<file path="src/common/rv_isa_pkg.sv">
package rv_isa_pkg;

  // Basic word and field types
  typedef logic [31:0] word_t;     // Data, address or instruction
  typedef logic [4:0]  reg_addr_t; // Register index
  typedef logic [2:0]  funct3_t;
  typedef logic [6:0]  funct7_t;

  // Major opcodes of the supported subset
  typedef enum logic [6:0] {
    OP_IMM = 7'b0010011,
    OP     = 7'b0110011,
    LUI    = 7'b0110111,
    LOAD   = 7'b0000011,
    STORE  = 7'b0100011,
    BRANCH = 7'b1100011,
    JAL    = 7'b1101111
  } opcode_t;

  // funct3 for OP and OP_IMM
  localparam funct3_t F3_ADD_SUB = 3'b000;
  localparam funct3_t F3_SLL     = 3'b001;
  localparam funct3_t F3_SLT     = 3'b010;
  localparam funct3_t F3_XOR     = 3'b100;
  localparam funct3_t F3_SRL     = 3'b101;
  localparam funct3_t F3_OR      = 3'b110;
  localparam funct3_t F3_AND     = 3'b111;

  // funct3 for branches
  localparam funct3_t F3_BEQ = 3'b000;
  localparam funct3_t F3_BNE = 3'b001;

  // funct3 for word loads and stores
  localparam funct3_t F3_LW = 3'b010;
  localparam funct3_t F3_SW = 3'b010;

  // funct7 variants of register-register ops
  localparam funct7_t F7_BASE = 7'b0000000;
  localparam funct7_t F7_ALT  = 7'b0100000; // SUB

endpackage
</file>
<file path="src/common/core_pkg.sv">
package core_pkg;

  // Memory sizes in words
  localparam int IMEM_DEPTH = 1024;
  localparam int DMEM_DEPTH = 1024;

  typedef logic [$clog2(IMEM_DEPTH)-1:0] imem_addr_t;
  typedef logic [$clog2(DMEM_DEPTH)-1:0] dmem_addr_t;

  localparam rv_isa_pkg::word_t RESET_PC = 32'h0000_0000;
  localparam rv_isa_pkg::word_t PC_STEP  = 32'd4; // One instruction

  // Stores with this address bit set go to the output port
  localparam int IO_ADDR_BIT = 31;

  typedef enum logic [3:0] {
    ALU_ADD,
    ALU_SUB,
    ALU_AND,
    ALU_OR,
    ALU_XOR,
    ALU_SLL,
    ALU_SRL,
    ALU_SLT,
    ALU_PASS_B  // LUI
  } alu_op_t;

  typedef struct packed {
    logic              valid;
    rv_isa_pkg::word_t pc;
  } fetch_out_t;

  typedef struct packed {
    logic                  valid;
    rv_isa_pkg::word_t     pc;
    rv_isa_pkg::reg_addr_t rs1;
    rv_isa_pkg::reg_addr_t rs2;
    rv_isa_pkg::word_t     rs1_val;
    rv_isa_pkg::word_t     rs2_val;
    rv_isa_pkg::word_t     imm;
    rv_isa_pkg::reg_addr_t rd;
    alu_op_t               alu_op;
    logic                  use_imm; // Operand B from immediate
    logic                  load;
    logic                  store;
    logic                  beq;
    logic                  bne;
    logic                  jump;
    logic                  reg_we;
  } dec_exe_t;

  typedef struct packed {
    logic                  valid;
    rv_isa_pkg::reg_addr_t rd;
    rv_isa_pkg::word_t     result; // ALU or link value
    logic                  load;
    logic                  reg_we;
  } exe_res_t;

  typedef struct packed {
    logic                  we;
    rv_isa_pkg::reg_addr_t rd;
    rv_isa_pkg::word_t     value;
  } wb_t;

endpackage

</file>
<file path="src/core/decode_stage.sv">
`timescale 1ns/1ps

module decode_stage (
  input  logic                 clk,
  input  logic                 reset,
  input  core_pkg::fetch_out_t fetch_out,
  input  rv_isa_pkg::word_t    instr,
  input  logic                 flush,
  input  core_pkg::wb_t        wb,
  output core_pkg::dec_exe_t   dec_out
);

  rv_isa_pkg::word_t     regs [32];
  rv_isa_pkg::opcode_t   opcode;
  rv_isa_pkg::funct3_t   funct3;
  rv_isa_pkg::funct7_t   funct7;
  rv_isa_pkg::reg_addr_t rs1;
  rv_isa_pkg::reg_addr_t rs2;
  rv_isa_pkg::word_t     imm_i;
  rv_isa_pkg::word_t     imm_s;
  rv_isa_pkg::word_t     imm_b;
  rv_isa_pkg::word_t     imm_u;
  rv_isa_pkg::word_t     imm_j;
  core_pkg::dec_exe_t    dec_next;
  logic                  supported;

  assign opcode = rv_isa_pkg::opcode_t'(instr[6:0]);
  assign funct3 = instr[14:12];
  assign funct7 = instr[31:25];
  assign rs1    = instr[19:15];
  assign rs2    = instr[24:20];

  assign imm_i = {{20{instr[31]}}, instr[31:20]};
  assign imm_s = {{20{instr[31]}}, instr[31:25], instr[11:7]};
  assign imm_b = {{19{instr[31]}}, instr[31], instr[7], instr[30:25], instr[11:8], 1'b0};
  assign imm_u = {instr[31:12], 12'b0};
  assign imm_j = {{11{instr[31]}}, instr[31], instr[19:12], instr[20], instr[30:21], 1'b0};

  // Register file, x0 is never written
  always_ff @(posedge clk) begin
    if (wb.we && wb.rd != '0) begin
      regs[wb.rd] <= wb.value;
    end
  end

  // Read with write-through from the result stage
  function automatic rv_isa_pkg::word_t read_reg(input rv_isa_pkg::reg_addr_t idx);
    rv_isa_pkg::word_t value;
    if (idx == '0) begin
      value = '0;
    end else if (wb.we && wb.rd == idx) begin
      value = wb.value;
    end else begin
      value = regs[idx];
    end
    return value;
  endfunction

  always_comb begin
    dec_next         = '0;
    supported        = 1'b1;
    dec_next.pc      = fetch_out.pc;
    dec_next.rs1     = rs1;
    dec_next.rs2     = rs2;
    dec_next.rs1_val = read_reg(rs1);
    dec_next.rs2_val = read_reg(rs2);
    dec_next.rd      = instr[11:7];
    dec_next.alu_op  = core_pkg::ALU_ADD;
    case (opcode)
      rv_isa_pkg::OP_IMM: begin
        dec_next.imm     = imm_i;
        dec_next.use_imm = 1'b1;
        dec_next.reg_we  = 1'b1;
        case (funct3)
          rv_isa_pkg::F3_ADD_SUB: dec_next.alu_op = core_pkg::ALU_ADD;
          rv_isa_pkg::F3_AND:     dec_next.alu_op = core_pkg::ALU_AND;
          rv_isa_pkg::F3_OR:      dec_next.alu_op = core_pkg::ALU_OR;
          rv_isa_pkg::F3_XOR:     dec_next.alu_op = core_pkg::ALU_XOR;
          rv_isa_pkg::F3_SLT:     dec_next.alu_op = core_pkg::ALU_SLT;
          default:                supported = 1'b0; // No immediate shifts
        endcase
      end
      rv_isa_pkg::OP: begin
        dec_next.reg_we = 1'b1;
        case ({funct7, funct3})
          {rv_isa_pkg::F7_BASE, rv_isa_pkg::F3_ADD_SUB}: dec_next.alu_op = core_pkg::ALU_ADD;
          {rv_isa_pkg::F7_ALT,  rv_isa_pkg::F3_ADD_SUB}: dec_next.alu_op = core_pkg::ALU_SUB;
          {rv_isa_pkg::F7_BASE, rv_isa_pkg::F3_AND}:     dec_next.alu_op = core_pkg::ALU_AND;
          {rv_isa_pkg::F7_BASE, rv_isa_pkg::F3_OR}:      dec_next.alu_op = core_pkg::ALU_OR;
          {rv_isa_pkg::F7_BASE, rv_isa_pkg::F3_XOR}:     dec_next.alu_op = core_pkg::ALU_XOR;
          {rv_isa_pkg::F7_BASE, rv_isa_pkg::F3_SLL}:     dec_next.alu_op = core_pkg::ALU_SLL;
          {rv_isa_pkg::F7_BASE, rv_isa_pkg::F3_SRL}:     dec_next.alu_op = core_pkg::ALU_SRL;
          {rv_isa_pkg::F7_BASE, rv_isa_pkg::F3_SLT}:     dec_next.alu_op = core_pkg::ALU_SLT;
          default:                                       supported = 1'b0;
        endcase
      end
      rv_isa_pkg::LUI: begin
        dec_next.imm     = imm_u;
        dec_next.use_imm = 1'b1;
        dec_next.alu_op  = core_pkg::ALU_PASS_B;
        dec_next.reg_we  = 1'b1;
      end
      rv_isa_pkg::LOAD: begin
        dec_next.imm     = imm_i;
        dec_next.use_imm = 1'b1;
        dec_next.load    = 1'b1;
        dec_next.reg_we  = 1'b1;
        supported        = (funct3 == rv_isa_pkg::F3_LW);
      end
      rv_isa_pkg::STORE: begin
        dec_next.imm     = imm_s;
        dec_next.use_imm = 1'b1;
        dec_next.store   = 1'b1;
        supported        = (funct3 == rv_isa_pkg::F3_SW);
      end
      rv_isa_pkg::BRANCH: begin
        dec_next.imm = imm_b;
        dec_next.beq = (funct3 == rv_isa_pkg::F3_BEQ);
        dec_next.bne = (funct3 == rv_isa_pkg::F3_BNE);
        supported    = dec_next.beq || dec_next.bne;
      end
      rv_isa_pkg::JAL: begin
        dec_next.imm    = imm_j;
        dec_next.jump   = 1'b1;
        dec_next.reg_we = 1'b1; // Link value
      end
      default: supported = 1'b0;
    endcase
    dec_next.valid = fetch_out.valid && supported; // Unknown opcodes become bubbles
  end

  always_ff @(posedge clk) begin
    dec_out <= dec_next;
    if (reset || flush) begin
      dec_out.valid <= 1'b0;
    end
  end

endmodule

</file>
<file path="config.mk">
export PLATFORM = sky130hd
export DESIGN_NAME = decode_stage
export DESIGN_NICKNAME = d
export VERILOG_FILES = /design/src/common/rv_isa_pkg.sv /design/src/common/core_pkg.sv /design/src/core/decode_stage.sv
export SDC_FILE = /design/constraint.sdc
export NUM_CORES = 1
export LEC_CHECK = 0
export BUFFER_PORTS_ARGS = -buffer_cell sky130_fd_sc_hd__buf_2
export CORE_MARGIN = 1
export CORE_UTILIZATION = 56
export DETAILED_ROUTE_END_ITERATION = 6
export PLACE_DENSITY_LB_ADDON = 0.05
export SLEW_MARGIN = 0
export SYNTH_ARGS = -nofsm -noshare
export SYNTH_HDL_FRONTEND = slang
export SYNTH_SLANG_ARGS = --single-unit
</file>
<file path="constraint.sdc">
create_clock -name clk -period 3.8 [get_ports clk]
set_input_delay 0.95 -clock clk [delete_from_list [all_inputs] [get_ports clk]]
set_output_delay 0.95 -clock clk [all_outputs]
set_load 0.01 [all_outputs]
</file>
==> results.toml <==
[setup_path]
cp.required_ns = 4.36
path_cells = "buf_6, buf_12, inv_1, a2111oi_0, nor3_1, o32ai_1, a21oi_1"
cpPeakStageDelay_ns = 0.74
crit_type = "primary input to flip-flop"
critPathLaunchType = "primary input"
end_kind = "flip-flop"
cp.arrival_ns = 3.26
path_max_fanout = 36
slowest_stage = "a2111oi_0"

[finish]
nNetsFinal = 3345
nFillCells = 6333
drive_above_1_share_pct = 32.7
multi_input_area_sq_um = 17400
instances_no_fill = 4588
ff_latch_area_sq_um = 33900
area_delta_synth_final_pct = 15.7

[timing]
fin_crit_ns = 2.70
maxSlewHeadroom_pct = 8.99
worst_pin_slew_ns = 1.36
setup_viol = 0
skew_ns = 0.0190
finalSetupTns_ns = 0
hold_ws_ns = 0.348
final-max-slew-violation-count = 0
rsz0062_at_grt = "false"
fin_ws_ns = 1.10
fin_crit_sh_pct = 71.1
max_freq_ghz = 0.370
hold_viol = 0

[floorplanning]
design.core.area_sq_um = 91900
fp-row-count = 111
ios = 261
initial_core_util_pct = 56.7
fp.dieW_microns = 307
die_area_sq_um = 94200
die_y_microns = 307

[synthesis]
synth_edf_count = 1024
synth_compound_area_share_pct = 7.68
ys_ff_latch = 1179
synth_area_sq_um = 52100
synth_xor_xnor_area_share_pct = 0.185
postSynthCellCount = 2872
ys_warn_count = 0
synthAdderAreaFrac_pct = 0
syn-mean-instance-area_sq_um = 18.1
synthMuxAreaShare_pct = 22.5
synth_top_family_by_area = "multiplexers"
synth_cell_types = 73
ys_seq_area_share_pct = 65.0
yosys.area_share.simple_pct = 2.24
synthArstFlopShare_pct = 0
synthFlopType = "edfxtp_1"

[drt]
post_drt_via_cell_ratio = 7.29
drc = 0
drtAntennaViolNets = 0
vias = 33500
drt-wirelength-per-cell_microns = 37.3
drtIter0Drc = 5055
drt-total-wl_microns = 171000
drt_pass1_iterations = 6

[outcome]
status = "finished, final reports clean"

[clocking]
clock_path_buffers = 3
tritoncts = "done"
post_cts_resized = 0
clock-sinks = 1179
path_clk_slew_ns = 0.06
clk_latency_ns = 0.71
cts_root_buf = "clkbuf_16"
h-tree-depth = 3
cts_setup_buffers = 0
cts-buffers-inserted = 118
cts_hold_buf = 0

[global_route]
antenna_found_initial = 7
grt_max_degree = 61
first_global_vias = 33000
grt_pass1_wl_microns = 240000
grt_overflow = 0
grt_usage_pct = 36.4

[pwr]
p_per_area_nw_per_um2 = 485
ir_worst_vdd_mv = 0.446
p_seq_share_pct = 49.6
comb_power_share_pct = 8.7
power_switching_share_pct = 22.6
p_sw_w = 0.00662
leakagePower_nw = 21.0
p_total_w = 0.0293
intPower_w = 0.0226
clkPwrFrac_pct = 41.6

[placed_design]
dp.cells = 4362
place_ws_ns = 0.490
gp_congestion = 0.876
port_buffers = 260
dp_hpwl_microns = 100000

[hold_path]
hold_class = "primary input to flip-flop"

[flow_run]
cap_violations = 0
metrics by stage:
step	cell area [sq um]	utilization [%]
after global routing	60300	65.6
after detailed placement	56200	61.1
after floorplan	52200	-
after CTS	60300	65.6
after global placement	56200	61.1
final	60300	65.6
final cells by class:
class	instances	area share (%)
Clock inverter	49	0.982
Multi-Input combinational cell	1482	28.8
Timing Repair Buffer	452	5.62
Tap cell	1243	2.58
Antenna cell	2	0.00830
Inverter	6	0.0374
Sequential cell	1179	56.1
Clock buffer	175	5.80
layer usage:
layer | vias to the layer above | global-route usage, % | routed length, microns
li1 | 13000 | - | -
met1 | 17400 | 52.1 | 64100
met2 | 2685 | 55.0 | 77500
met3 | 428 | 8.89 | 23000
met4 | 2 | 12.4 | 6570
met5 | - | 0 | 13
cells by family after synthesis:
| logic type | after synthesis |
|---|---|
| other | 1 |
| AO/OA/AOI/OAI | 505 |
| XOR/XNOR | 11 |
| multiplexers | 703 |
| flip-flops | 1179 |
| AND/OR/NAND/NOR | 231 |
| buffers and inverters | 242 |
worst max-delay path: cells and delay by family:
kind / cells / cell delay (ns)
AND/OR/NAND/NOR: 1 / 0.12
buffers and inverters: 3 / 0.82
AO/OA/AOI/OAI: 3 / 1.29
synthesized netlist by cell type, types with 5 or more instances:
library cell  instances  area share, %
o221a_2              12           0.26
buf_2                69           0.66
buf_6                28           0.61
and2_1               15           0.18
mux4_1               24            1.2
mux4_2              338             15
mux2i_1             294            5.6
inv_1                 6          0.043
nand2b_1              8          0.096
a22oi_1              68           0.98
a311oi_1              7           0.12
buf_4                11           0.16
a32o_1               36           0.69
dfxtp_1             155            6.0
o22a_1                8           0.13
nor2_1               60           0.43
a211oi_1              7           0.10
xnor2_1               9           0.15
a21oi_1              53           0.51
o22ai_1              20           0.24
nand3_1               9          0.086
edfxtp_1           1024             59
o21ai_0              31           0.30
nor3_1               17           0.16
or2_2                 5          0.060
nand3b_1              9           0.13
nor4_1                5          0.060
o221ai_1             68            1.1
o211a_1               8           0.15
a221o_1              43           0.83
buf_1                14           0.10
nand2_1              65           0.47
nor2b_1              14           0.17
a221oi_1             29           0.49
a22o_1               19           0.32
clkbuf_1            112           0.81
a31oi_1              11           0.13
mux2_2               47            1.0
a211o_1               7           0.12
a21o_1               28           0.40
o211ai_1             25           0.36
layout by cell type (no fill, tap or decap), drive strengths merged, types with 16 or more instances in the layout:
| master | synthesis | layout |
|---|---|---|
| nor2 | 60 | 60 |
| nand2 | 65 | 65 |
| clkinv | 0 | 31 |
| a21oi | 54 | 54 |
| mux2 | 47 | 47 |
| clkbuf | 113 | 175 |
| o21ai | 34 | 34 |
| buf | 123 | 452 |
| a221oi | 29 | 29 |
| a22o | 19 | 19 |
| nor3 | 17 | 17 |
| o22ai | 20 | 20 |
| a21o | 28 | 28 |
| a32o | 36 | 36 |
| dfxtp | 155 | 155 |
| a22oi | 68 | 68 |
| edfxtp | 1024 | 1024 |
| conb | 1 | 32 |
| and2 | 16 | 16 |
| o211ai | 25 | 25 |
| a221o | 43 | 43 |
| mux4 | 362 | 362 |
| o221ai | 68 | 68 |
| mux2i | 294 | 294 |
path summary, 6_finish.rpt:
check,cells after the start,startpoint,slack (ns),endpoint
worst max-delay path,7,instr[16],1.10,dec_out[86]$_SDFF_PN0_
worst min-delay path,1,fetch_out[1],0.35,dec_out[123]$_DFF_P_
worst max register to register,4,regs[11][6]$_DFFE_PP_,1.82,dec_out[54]$_SDFF_PN0_
worst min register to register,4,regs[9][10]$_DFFE_PP_,0.86,dec_out[58]$_SDFF_PN0_
power by group through the flow:
stage                     clock (W)  combinational, W  sequential, W
after global routing         0.0127           0.00266         0.0145
after global placement            0           0.00247         0.0148
final                        0.0122           0.00256         0.0145
after detailed placement          0           0.00251         0.0148
after floorplan                   0           0.00140         0.0148
after CTS                    0.0123           0.00251         0.0145
flip-flops by register name, indices dropped and copies added (netlist names):
| register | cells |
|---|---|
| dec_out | 155 |
| regs | 1024 |
No activity file was read; power rests on OpenSTA's default activity.
