===== src/common/rv_isa_pkg.sv =====
package rv_isa_pkg;

  // Basic word and field types
  typedef logic [31:0] word_t;     // Data, address or instruction
  typedef logic [4:0]  reg_addr_t; // Register index
  typedef logic [2:0]  funct3_t;
  typedef logic [6:0]  funct7_t;

  // Major opcodes of the supported subset
  typedef enum logic [6:0] {
    OP_IMM = 7'b0010011,
    OP     = 7'b0110011,
    LUI    = 7'b0110111,
    LOAD   = 7'b0000011,
    STORE  = 7'b0100011,
    BRANCH = 7'b1100011,
    JAL    = 7'b1101111
  } opcode_t;

  // funct3 for OP and OP_IMM
  localparam funct3_t F3_ADD_SUB = 3'b000;
  localparam funct3_t F3_SLL     = 3'b001;
  localparam funct3_t F3_SLT     = 3'b010;
  localparam funct3_t F3_XOR     = 3'b100;
  localparam funct3_t F3_SRL     = 3'b101;
  localparam funct3_t F3_OR      = 3'b110;
  localparam funct3_t F3_AND     = 3'b111;

  // funct3 for branches
  localparam funct3_t F3_BEQ = 3'b000;
  localparam funct3_t F3_BNE = 3'b001;

  // funct3 for word loads and stores
  localparam funct3_t F3_LW = 3'b010;
  localparam funct3_t F3_SW = 3'b010;

  // funct7 variants of register-register ops
  localparam funct7_t F7_BASE = 7'b0000000;
  localparam funct7_t F7_ALT  = 7'b0100000; // SUB

endpackage

===== src/common/core_pkg.sv =====
package core_pkg;

  // Memory sizes in words
  localparam int IMEM_DEPTH = 1024;
  localparam int DMEM_DEPTH = 1024;

  typedef logic [$clog2(IMEM_DEPTH)-1:0] imem_addr_t;
  typedef logic [$clog2(DMEM_DEPTH)-1:0] dmem_addr_t;

  localparam rv_isa_pkg::word_t RESET_PC = 32'h0000_0000;
  localparam rv_isa_pkg::word_t PC_STEP  = 32'd4; // One instruction

  // Stores with this address bit set go to the output port
  localparam int IO_ADDR_BIT = 31;

  typedef enum logic [3:0] {
    ALU_ADD,
    ALU_SUB,
    ALU_AND,
    ALU_OR,
    ALU_XOR,
    ALU_SLL,
    ALU_SRL,
    ALU_SLT,
    ALU_PASS_B  // LUI
  } alu_op_t;

  typedef struct packed {
    logic              valid;
    rv_isa_pkg::word_t pc;
  } fetch_out_t;

  typedef struct packed {
    logic                  valid;
    rv_isa_pkg::word_t     pc;
    rv_isa_pkg::reg_addr_t rs1;
    rv_isa_pkg::reg_addr_t rs2;
    rv_isa_pkg::word_t     rs1_val;
    rv_isa_pkg::word_t     rs2_val;
    rv_isa_pkg::word_t     imm;
    rv_isa_pkg::reg_addr_t rd;
    alu_op_t               alu_op;
    logic                  use_imm; // Operand B from immediate
    logic                  load;
    logic                  store;
    logic                  beq;
    logic                  bne;
    logic                  jump;
    logic                  reg_we;
  } dec_exe_t;

  typedef struct packed {
    logic                  valid;
    rv_isa_pkg::reg_addr_t rd;
    rv_isa_pkg::word_t     result; // ALU or link value
    logic                  load;
    logic                  reg_we;
  } exe_res_t;

  typedef struct packed {
    logic                  we;
    rv_isa_pkg::reg_addr_t rd;
    rv_isa_pkg::word_t     value;
  } wb_t;

endpackage


===== src/core/execute_stage.sv =====
`timescale 1ns/1ps

module execute_stage (
  input  logic               clk,
  input  logic               reset,
  input  core_pkg::dec_exe_t dec_in,
  input  core_pkg::wb_t      wb,
  output logic               redirect,
  output rv_isa_pkg::word_t  redirect_pc,
  output rv_isa_pkg::word_t  dmem_addr,
  output rv_isa_pkg::word_t  dmem_wdata,
  output logic               dmem_we,
  output logic               io_we,
  output core_pkg::exe_res_t res_out
);

  rv_isa_pkg::word_t  rs1_val;
  rv_isa_pkg::word_t  rs2_val;
  rv_isa_pkg::word_t  op_b;
  rv_isa_pkg::word_t  alu_y;
  logic               io_sel;
  core_pkg::exe_res_t res_next;

  // wb holds the instruction one ahead and its load data
  function automatic rv_isa_pkg::word_t forward(
    input rv_isa_pkg::reg_addr_t idx,
    input rv_isa_pkg::word_t     decoded,
    input core_pkg::wb_t         wbk
  );
    rv_isa_pkg::word_t value;
    value = decoded;
    if (wbk.we && wbk.rd == idx && idx != '0) begin
      value = wbk.value;
    end
    return value;
  endfunction

  assign rs1_val = forward(dec_in.rs1, dec_in.rs1_val, wb);
  assign rs2_val = forward(dec_in.rs2, dec_in.rs2_val, wb);
  assign op_b    = dec_in.use_imm ? dec_in.imm : rs2_val;

  always_comb begin
    case (dec_in.alu_op)
      core_pkg::ALU_ADD:    alu_y = rs1_val + op_b;
      core_pkg::ALU_SUB:    alu_y = rs1_val - op_b;
      core_pkg::ALU_AND:    alu_y = rs1_val & op_b;
      core_pkg::ALU_OR:     alu_y = rs1_val | op_b;
      core_pkg::ALU_XOR:    alu_y = rs1_val ^ op_b;
      core_pkg::ALU_SLL:    alu_y = rs1_val << op_b[4:0];
      core_pkg::ALU_SRL:    alu_y = rs1_val >> op_b[4:0];
      core_pkg::ALU_SLT:    alu_y = {31'b0, $signed(rs1_val) < $signed(op_b)};
      core_pkg::ALU_PASS_B: alu_y = op_b;
      default:              alu_y = rs1_val + op_b;
    endcase
  end

  // Branch and jump resolution
  assign redirect = dec_in.valid && (dec_in.jump
                    || (dec_in.beq && rs1_val == rs2_val)
                    || (dec_in.bne && rs1_val != rs2_val));
  assign redirect_pc = dec_in.pc + dec_in.imm;

  // Store routing by the IO address bit
  assign io_sel     = alu_y[core_pkg::IO_ADDR_BIT];
  assign dmem_addr  = alu_y;
  assign dmem_wdata = rs2_val;
  assign dmem_we    = dec_in.valid && dec_in.store && !io_sel;
  assign io_we      = dec_in.valid && dec_in.store && io_sel;

  always_comb begin
    res_next.valid  = dec_in.valid;
    res_next.rd     = dec_in.rd;
    res_next.result = dec_in.jump ? dec_in.pc + core_pkg::PC_STEP : alu_y; // Link for JAL
    res_next.load   = dec_in.load;
    res_next.reg_we = dec_in.reg_we;
  end

  always_ff @(posedge clk) begin
    res_out <= res_next;
    if (reset) begin
      res_out.valid <= 1'b0;
    end
  end

endmodule


===== config.mk =====
export PLATFORM = sky130hd
export DESIGN_NAME = execute_stage
export DESIGN_NICKNAME = d
export VERILOG_FILES = /design/src/common/rv_isa_pkg.sv /design/src/common/core_pkg.sv /design/src/core/execute_stage.sv
export SDC_FILE = /design/constraint.sdc
export NUM_CORES = 1
export LEC_CHECK = 0
export BUFFER_PORTS_ARGS = -buffer_cell sky130_fd_sc_hd__buf_2
export CORE_MARGIN = 2
export CORE_UTILIZATION = 52
export DETAILED_ROUTE_END_ITERATION = 6
export GPL_ROUTABILITY_DRIVEN = 0
export HOLD_SLACK_MARGIN = 0.02
export PLACE_DENSITY = 0.87
export SETUP_SLACK_MARGIN = 0.5
export SLEW_MARGIN = 30
export SYNTH_ARGS = -nofsm -noshare
export SYNTH_HDL_FRONTEND = slang
export SYNTH_SLANG_ARGS = --single-unit

===== constraint.sdc =====
create_clock -name clk -period 5.2 [get_ports clk]
set_input_delay 0.26 -clock clk [delete_from_list [all_inputs] [get_ports clk]]
set_output_delay 0.26 -clock clk [all_outputs]
set_load 0.05 [all_outputs]

==> impl_results.md, run 1 <==
* Grt ovf at about 380
* Number of standard cells after synthesis at roughly 1900
* Nets in the synthesized netlist at approximately 2200
* Synthesized flop and latch total at 40
* Synth Cell Area at 0.0140 sq mm
* Die boundary width at roughly 170 microns
* Netlist cell types at 94
* Count of hold buffers inserted by post-cts repair at 0
* Count of flip-flops with a built-in enable after synthesis at 0
* Area post-placement at ~0.018 sq mm
* Final HPWL from detailed placement at between 50000 and 60000 microns
* Number of warning messages in the yosys log at 0
* Synth Area per Inst at around 7.4 sq um
* Status: did not finish
* Share of synthesized registers carrying an async set or reset at 0
* Die Ht at approximately 170 microns
* Clock sink count at 40
* Stage where the flow stopped: 5_1_grt
* Initial core utilization at 0.525
* Tool error: [ERROR GRT-0232] Routing congestion too high. Check the congestion heatmap in the GUI.
* IO Port Bufs at around 330
* Share of the yosys chip area belonging to registers at 0.0571
* Root buffer selected by CTS: sky130_fd_sc_hd__clkbuf_16
* Clock Tree Buf Depth at 2
* Maximum number of pins on one net before global-route repair at 54
* CTS HTree Levels at 2
* Number of placement rows at 60
* Number of placed I/O pins at roughly 330
* Number of clock buffers inserted by TritonCTS at 5
* Most frequently used flop master after synthesis: sky130_fd_sc_hd__dfxtp_1
* Pre-CTS setup slack at just under 0.6 ps
* Total routing resource utilization after global routing at 0.871
==> metal layers <==
layer  global-route usage  overflow
met1                0.849        45
met2                0.966       172
met3                0.794        27
met4                0.895       127
met5                0.668         8
==> synth_stat cells (all sizes together) (40+ instances only) <==
cell | instances | area [sq um]
ha | 127 | 1590
inv | 114 | 428
nor2 | 152 | 571
xnor2 | 73 | 639
nand2 | 162 | 608
o21ai | 104 | 521
mux2 | 72 | 826
dfxtp | 40 | 801
clkbuf | 70 | 263
nand3 | 58 | 295
mux2i | 178 | 2130
a21oi | 136 | 692
==> what timing repair did <==
action,CTS
gates resized for setup,163
setup buffers,43
gates cloned,3
setup endpoints to repair,25
pin swaps,56
==> through the flow <==
step,instances,utilization
after floorplan,1888,-
after global placement,2704,0.668
after detailed placement,2704,0.668
after CTS,2757,0.714
==> logic make-up after synthesis <==
kind of cell,count (synthesis),synth area share
fa+ha+maj,130,0.118
mux,252,0.214
xor+xnor,104,0.0649
simple gates,542,0.183
flops,40,0.0571
buf+inv,222,0.0662
compound gates,598,0.297
==> run 2: changes to the inputs <==
CORE_UTILIZATION = 40   (was 52)
HOLD_SLACK_MARGIN = not set   (was 0.02)
PLACE_DENSITY = not set   (was 0.87)
PLACE_DENSITY_LB_ADDON = 0.15   (was not set)
SETUP_SLACK_MARGIN = not set   (was 0.5)
clock period = 6.8 ns   (was 5.2 ns; I/O delays follow)
==> run 2 against run 1 <==
Effect of this change:
- area after synthesis unchanged
- the flow now finishes without violations
- synthesized cell count unchanged
==> impl_results.md, run 2 <==
* Worst Tran Pin Value at 1030 ps
* Number of clock buffers inserted by TritonCTS at 5
* Startpoint type of the worst setup path: input pin
* Detail-routed net length per standard cell at 26.7 microns
* Synth Cell Area at ~0.014 sq mm
* CP Max Fanout at 22
* Nets in the synthesized netlist at between 2000 and 2500
* Final-report max-slew violation count at 0
* Wire length of the first global-routing pass at slightly above 100000 microns
* Most common cell after layout, fill and taps aside: sky130_fd_sc_hd__buf_2
* Number of standard cells after synthesis at roughly 1900
* Largest registers: res_out x40
* Final critical-path share of the clock period at 0.927
* Number of warning messages in the yosys log at 0
* Top cells by area in the synthesized netlist: sky130_fd_sc_hd__ha_1 (11%), sky130_fd_sc_hd__mux2i_1 (10%), sky130_fd_sc_hd__dfxtp_1 (5.7%)
* Via density at between 6 and 7
* Top achievable clock speed at between 0.15 and 0.2 GHz
* Count of flip-flops with a built-in enable after synthesis at 0
* Number of global-route vias before repair at roughly 16000
* Data arrival, critical path at 5970 ps
* Adder-cell share of the synthesized area at 0.118
* Fraction of layout cells with a size suffix above 1 at 0.249
* WP data required at between 6000 and 7000 ps
* Worst rel slew slack at 0.292
* Largest reg by FF count: res_out
* Non-filler instance count after layout at between 2000 and 3000
* Top cell type's share of synthesized area at 0.113
* Final HPWL from detailed placement at between 50000 and 60000 microns
* Worst IR drop on VDD at 0.187 mV
* Final total negative setup slack at 0 ps
* Die Ht at roughly 190 microns
* Total DRC errors in the routed layout at 0
* Area used by multi-input combinational logic at 0.0123 sq mm
* Most frequently used flop master after synthesis: sky130_fd_sc_hd__dfxtp_1
* Detailed router's first-iteration violation count at between 2000 and 2500
* Die Outline Area at ~0.037 sq mm
* Number of placement rows at 68
* Count of hold buffers inserted by post-cts repair at 0
* Clock period minus final worst setup slack at approximately 6300 ps
* Number of optimization iterations in the first detailed-route pass at 6
* Compound-cell area share of the yosys netlist at 0.297
* Die boundary width at roughly 190 microns
* Post-CTS setup-driven buffer insertion count at 0
* Maximum number of pins on one net before global-route repair at 54
* Antenna viol nets, final at 0
* Routed Wire Length at approximately 70000 microns
* Ratio of total power to cell area at 171 mW/mm^2
* CTS HTree Levels at 2
* Status: finished, final reports clean
* Netlist cell types at 94
* Share of the synthesized netlist area taken by xor and xnor gates at 0.0649
* Flip-flop count of the largest register, all copies and words added at 40
* Leakage power figure at around 7.4 nW
* Grt ovf at 0
* Via count at 17064
* Share of the yosys chip area belonging to registers at 0.0571
* Most frequent cell after synthesis: sky130_fd_sc_hd__nand2_1
* Min-delay worst type: input pin to register
* Net count reported at finish at ~2500
* Number of placed I/O pins at between 300 and 400
* # diodes at 0
* Synth-to-Final Area Change at 16.4%
* Hold Slack at around 130 ps
* Crit Path Class: input pin to output port
* TritonCTS clock tree: yes
* IO Port Bufs at approximately 330
* Synth Area per Inst at between 7 and 8 sq um
* Clock-pin slew on the worst setup and hold paths at about 60 ps
* Number of antenna violations at the first check in global routing at 2
* Number of maximum-capacitance constraint violations at 0
* Final hold violations at 0
* Share of synthesized cell area in and, or, nand and nor gates at 0.183
* Root buffer selected by CTS: sky130_fd_sc_hd__clkbuf_16
* Multiplexer area fraction after synthesis at 0.214
* Clock sink count at 40
* Final setup violating endpoints at 0
* Share of synthesized registers carrying an async set or reset at 0
* Cell type with the highest aggregate area in the netlist: sky130_fd_sc_hd__ha_1
* Initial core utilization at 0.406
* Critical path capture point type: output port
* Resize count post-CTS at 0
* Unrepaired setup endpoints after global routing: false
* Commonest cells post-synth: sky130_fd_sc_hd__nand2_1 (162), sky130_fd_sc_hd__nor2_1 (152), sky130_fd_sc_hd__mux2i_1 (147), sky130_fd_sc_hd__a21oi_1 (135), sky130_fd_sc_hd__ha_1 (127)
* Filler Cells Inserted at 3621
* Standard cell core area at about 0.035 sq mm
* Commonest cells after routing, fill and taps aside: sky130_fd_sc_hd__buf_2 (333), sky130_fd_sc_hd__nand2_1 (162), sky130_fd_sc_hd__nor2_1 (151)
* Clock Tree Buf Depth at 2
* Area occupied by registers at 801 sq um
* Synthesized flop and latch total at 40
* Post-placement cell count at ~2600
* Total routing resource utilization after global routing at 0.372
* Main combinational cell family by area after synthesis: compound AO/OA/AOI/OAI gates
==> run 2: where the power goes <==
part / internal [W] / switching (W)
Sequential: 0.000269 / 0.00000949
Clock: 0.000173 / 0.000112
Combinational: 0.000658 / 0.00156
Total: 0.00110 / 0.00169
==> run 2: metrics by stage <==
step	utilization	worst slack, ps	power, W	cell area, sq um
6_report	0.473	495	0.00278	16300
5_1_grt	0.473	132	0.00290	16300
4_1_cts	0.473	596	0.00272	16300
3_5_place_dp	0.468	614	0.00243	16200
3_3_place_gp	0.468	811	0.00242	16200
2_1_floorplan	-	931	0.00180	14000
==> run 2: final timing paths <==
path	start	end	slack [ps]	depth (start not counted)
worst max-delay path	wb[36]	dmem_we	490	22
worst min-delay path	dec_in[12]	res_out[35]$_DFF_P_	130	1
==> run 2: cell type report <==
type | instances | area share
clock buffers | 6 | 0.00789
clock inverters | 2 | 0.00215
inverters | 116 | 0.0267
multi-input cells | 1626 | 0.756
flip-flops and latches | 40 | 0.0490
well taps | 455 | 0.0349
repair buffers | 378 | 0.124
==> run 2: cells by family (layout without fill, tap and decap cells) <==
group | after synthesis | in the layout
and+or+nand+nor | 542 | 542
xor gates and xnor gates | 104 | 104
muxes | 252 | 252
adders and majority gates | 130 | 130
AOI/OAI and AO/OA | 598 | 598
DFF | 40 | 40
buffers and inverters | 222 | 502
==> run 2: routing by layer <==
metal	track usage	wire [microns]
met3	0.0934	8430
met5	0	0
met2	0.571	29500
met1	0.471	27300
met4	0.210	4650
==> run 2: worst max-delay path, stage by stage <==
cell and delay, ps:
sky130_fd_sc_hd__buf_2 110, sky130_fd_sc_hd__or2_1 240, sky130_fd_sc_hd__o21a_1 240, sky130_fd_sc_hd__nor3_4 190, sky130_fd_sc_hd__buf_4 330, sky130_fd_sc_hd__buf_4 280, sky130_fd_sc_hd__mux2_2 390, sky130_fd_sc_hd__mux2i_1 410
sky130_fd_sc_hd__inv_1 90, sky130_fd_sc_hd__ha_1 390, sky130_fd_sc_hd__and3_1 210, sky130_fd_sc_hd__a221o_1 360, sky130_fd_sc_hd__a21oi_1 270, sky130_fd_sc_hd__o221a_2 250, sky130_fd_sc_hd__o21a_1 270, sky130_fd_sc_hd__o31a_1 280
sky130_fd_sc_hd__nor3_2 110, sky130_fd_sc_hd__o211ai_1 160, sky130_fd_sc_hd__a21oi_1 110, sky130_fd_sc_hd__o32ai_2 460, sky130_fd_sc_hd__and3_1 210, sky130_fd_sc_hd__buf_2 250
Note: power is estimated with default switching activity, not from simulation.
==> run 3: changes to the inputs <==
CORE_MARGIN = not set   (was 2)
MAX_ROUTING_LAYER = met4   (was not set)
clock period = 8.1 ns   (was 6.8 ns; I/O delays follow)
==> run 3 against run 2 <==
Effect of this change:
- global-route usage rose by 1.8 points
- via count fell by 0.22%
- first-iteration DRC count rose by 0.55%
- sequential power fell by 16%
- final cell count fell by 0.69%
- the flow now finishes with violations (DRC)
- die area fell by 2.1%
- largest power group unchanged
- hold slack improved by 71 ps
- largest cell class unchanged
- non-clock buffer count fell by 21
- combinational power fell by 16%
==> impl_results.md, run 3 (same netlist as run 2, synthesis figures left out) <==
* Clock period minus final worst setup slack at just under 7000 ps
* Worst path top cell family by delay: simple AND/OR/NAND/NOR gates
* Post-placement cell count at between 2000 and 3000
* Number of placed I/O pins at between 300 and 400
* Number of global-route vias before repair at roughly 16000
* Final-report max-slew violation count at 0
* Grt ovf at 0
* Final total negative setup slack at 0 ps
* WP data required at roughly 7700 ps
* Maximum number of pins on one net before global-route repair at 52
* Most common cell after layout, fill and taps aside: sky130_fd_sc_hd__buf_2
* CTS HTree Levels at 2
* Resize count post-CTS at 0
* Standard cell core area at between 0.03 and 0.04 sq mm
* Detail-routed net length per standard cell at around 27 microns
* Final critical-path share of the clock period at 0.835
* Status: finished with violations
* Die boundary width at ~190 microns
* Final HPWL from detailed placement at 55800 microns
* Fraction of layout cells with a size suffix above 1 at 0.244
* Count of hold buffers inserted by post-cts repair at 0
* Clock-pin slew on the worst setup and hold paths at ~60 ps
* Number of clock buffers inserted by TritonCTS at 5
* Antenna viol nets, final at 0
* Final total power at 0.00235 W
* Number of antenna violations at the first check in global routing at 2
* Crit Path Class: input pin to output port
* Final hold violations at 0
* Number of placement rows at 68
* Largest reg by FF count: res_out
* Synth-to-Final Area Change at 15.6%
* Slowest stage delay, CP at roughly 920 ps
* CP Max Fanout at 24
* Unrepaired setup endpoints after global routing: false
* Area post-placement at ~0.016 sq mm
* Via count at 17027
* Total DRC errors in the routed layout at 2
* Core occupancy in the finished layout at 0.469
* IO Port Bufs at 333
* Commonest cells after routing, fill and taps aside: sky130_fd_sc_hd__buf_2 (333), sky130_fd_sc_hd__nand2_1 (162), sky130_fd_sc_hd__nor2_1 (150)
* Total buffers and inverters traversed by the critical path at 3
* Startpoint type of the worst setup path: input pin
* Detailed router's first-iteration violation count at 2197
* TritonCTS clock tree: yes
* Post-CTS setup-driven buffer insertion count at 0
* Net count reported at finish at around 2500
* Non-Filler Cell Area, Final at ~0.016 sq mm
* Flip-flop count of the largest register, all copies and words added at 40
* Root buffer selected by CTS: sky130_fd_sc_hd__clkbuf_16
* Top achievable clock speed at 0.148 GHz
* Final setup violating endpoints at 0
* Number of maximum-capacitance constraint violations at 0
* Worst IR drop on VDD at around 0.15 mV
* Worst rel slew slack at 0.246
* Cell-by-cell trace of the critical path: buf_2 -> or2_1 -> o21a_1 -> nor3_4 -> buf_4 -> mux2_2 -> mux2_2 -> ha_1 -> nor3b_1 -> nand3_1 -> a31oi_1 -> nor2_1 -> o21ai_1 -> a31oi_1 -> nor2_1 -> or4_1 -> a21oi_1 -> a2111oi_0 -> nand2_1 -> buf_2
* Total routing resource utilization after global routing at 0.389
* Ratio of total power to cell area at around 140 mW/mm^2
* Via density at between 6 and 7
* Number of optimization iterations in the first detailed-route pass at 7
* Leakage power figure at 7.34 nW
* Die Outline Area at ~0.036 sq mm
* Routed Wire Length at about 70000 microns
* Clock Tree Buf Depth at 2
* Non-filler instance count after layout at roughly 2600
* Slowest cell on the critical path: sky130_fd_sc_hd__a2111oi_0
* Die Ht at 189 microns
* Largest registers: res_out x40
* Clock sink count at 40
* Worst Tran Pin Value at 1130 ps
* Critical path capture point type: output port
* Data arrival, critical path at 6360 ps
* Wire length of the first global-routing pass at slightly above 100000 microns
* Violated checks: DRC
* Min-delay worst type: input pin to register
* Initial core utilization at 0.406
run 3: power by group:
group          internal (W)  switching [W]
registers          0.000225     0.00000777
logic              0.000545        0.00132
clock network      0.000155      0.0000966
total              0.000926        0.00142
run 3: area by class of cell:
type / count / area (sq um)
Timing Repair Buffer: 357 / 1860
Sequential cell: 40 / 801
Clock inverter: 2 / 38.8
Clock buffer: 6 / 139
Inverter: 116 / 437
Tap cell: 455 / 569
Multi-Input combinational cell: 1626 / 12400
Antenna cell: 3 / 7.51
Fill cell: 3628 / 18300
run 3: routing by layer:
metal  track usage  part of all wire  wire (microns)  vias to the layer above
met1         0.486              0.39           27500                     8003
met3        0.0829              0.12            8160                      245
li1              -                 -               -                     7560
met2         0.585              0.43           29800                     1219
met5             -                 0               0                        -
met4         0.209             0.064            4470                        0
run 3: final timing paths:
kind	start	depth (start not counted)	end
max	wb[36]	20	dmem_addr[28]
min	dec_in[0]	1	res_out[0]$_DFF_P_
run 3: stage by stage:
stage          worst slack, ps  hold WS (ps)
4_1_cts                   1570           195
6_report                  1330           198
2_1_floorplan             2100           433
3_3_place_gp              1680           507
5_1_grt                   1200           200
3_5_place_dp              1600           509
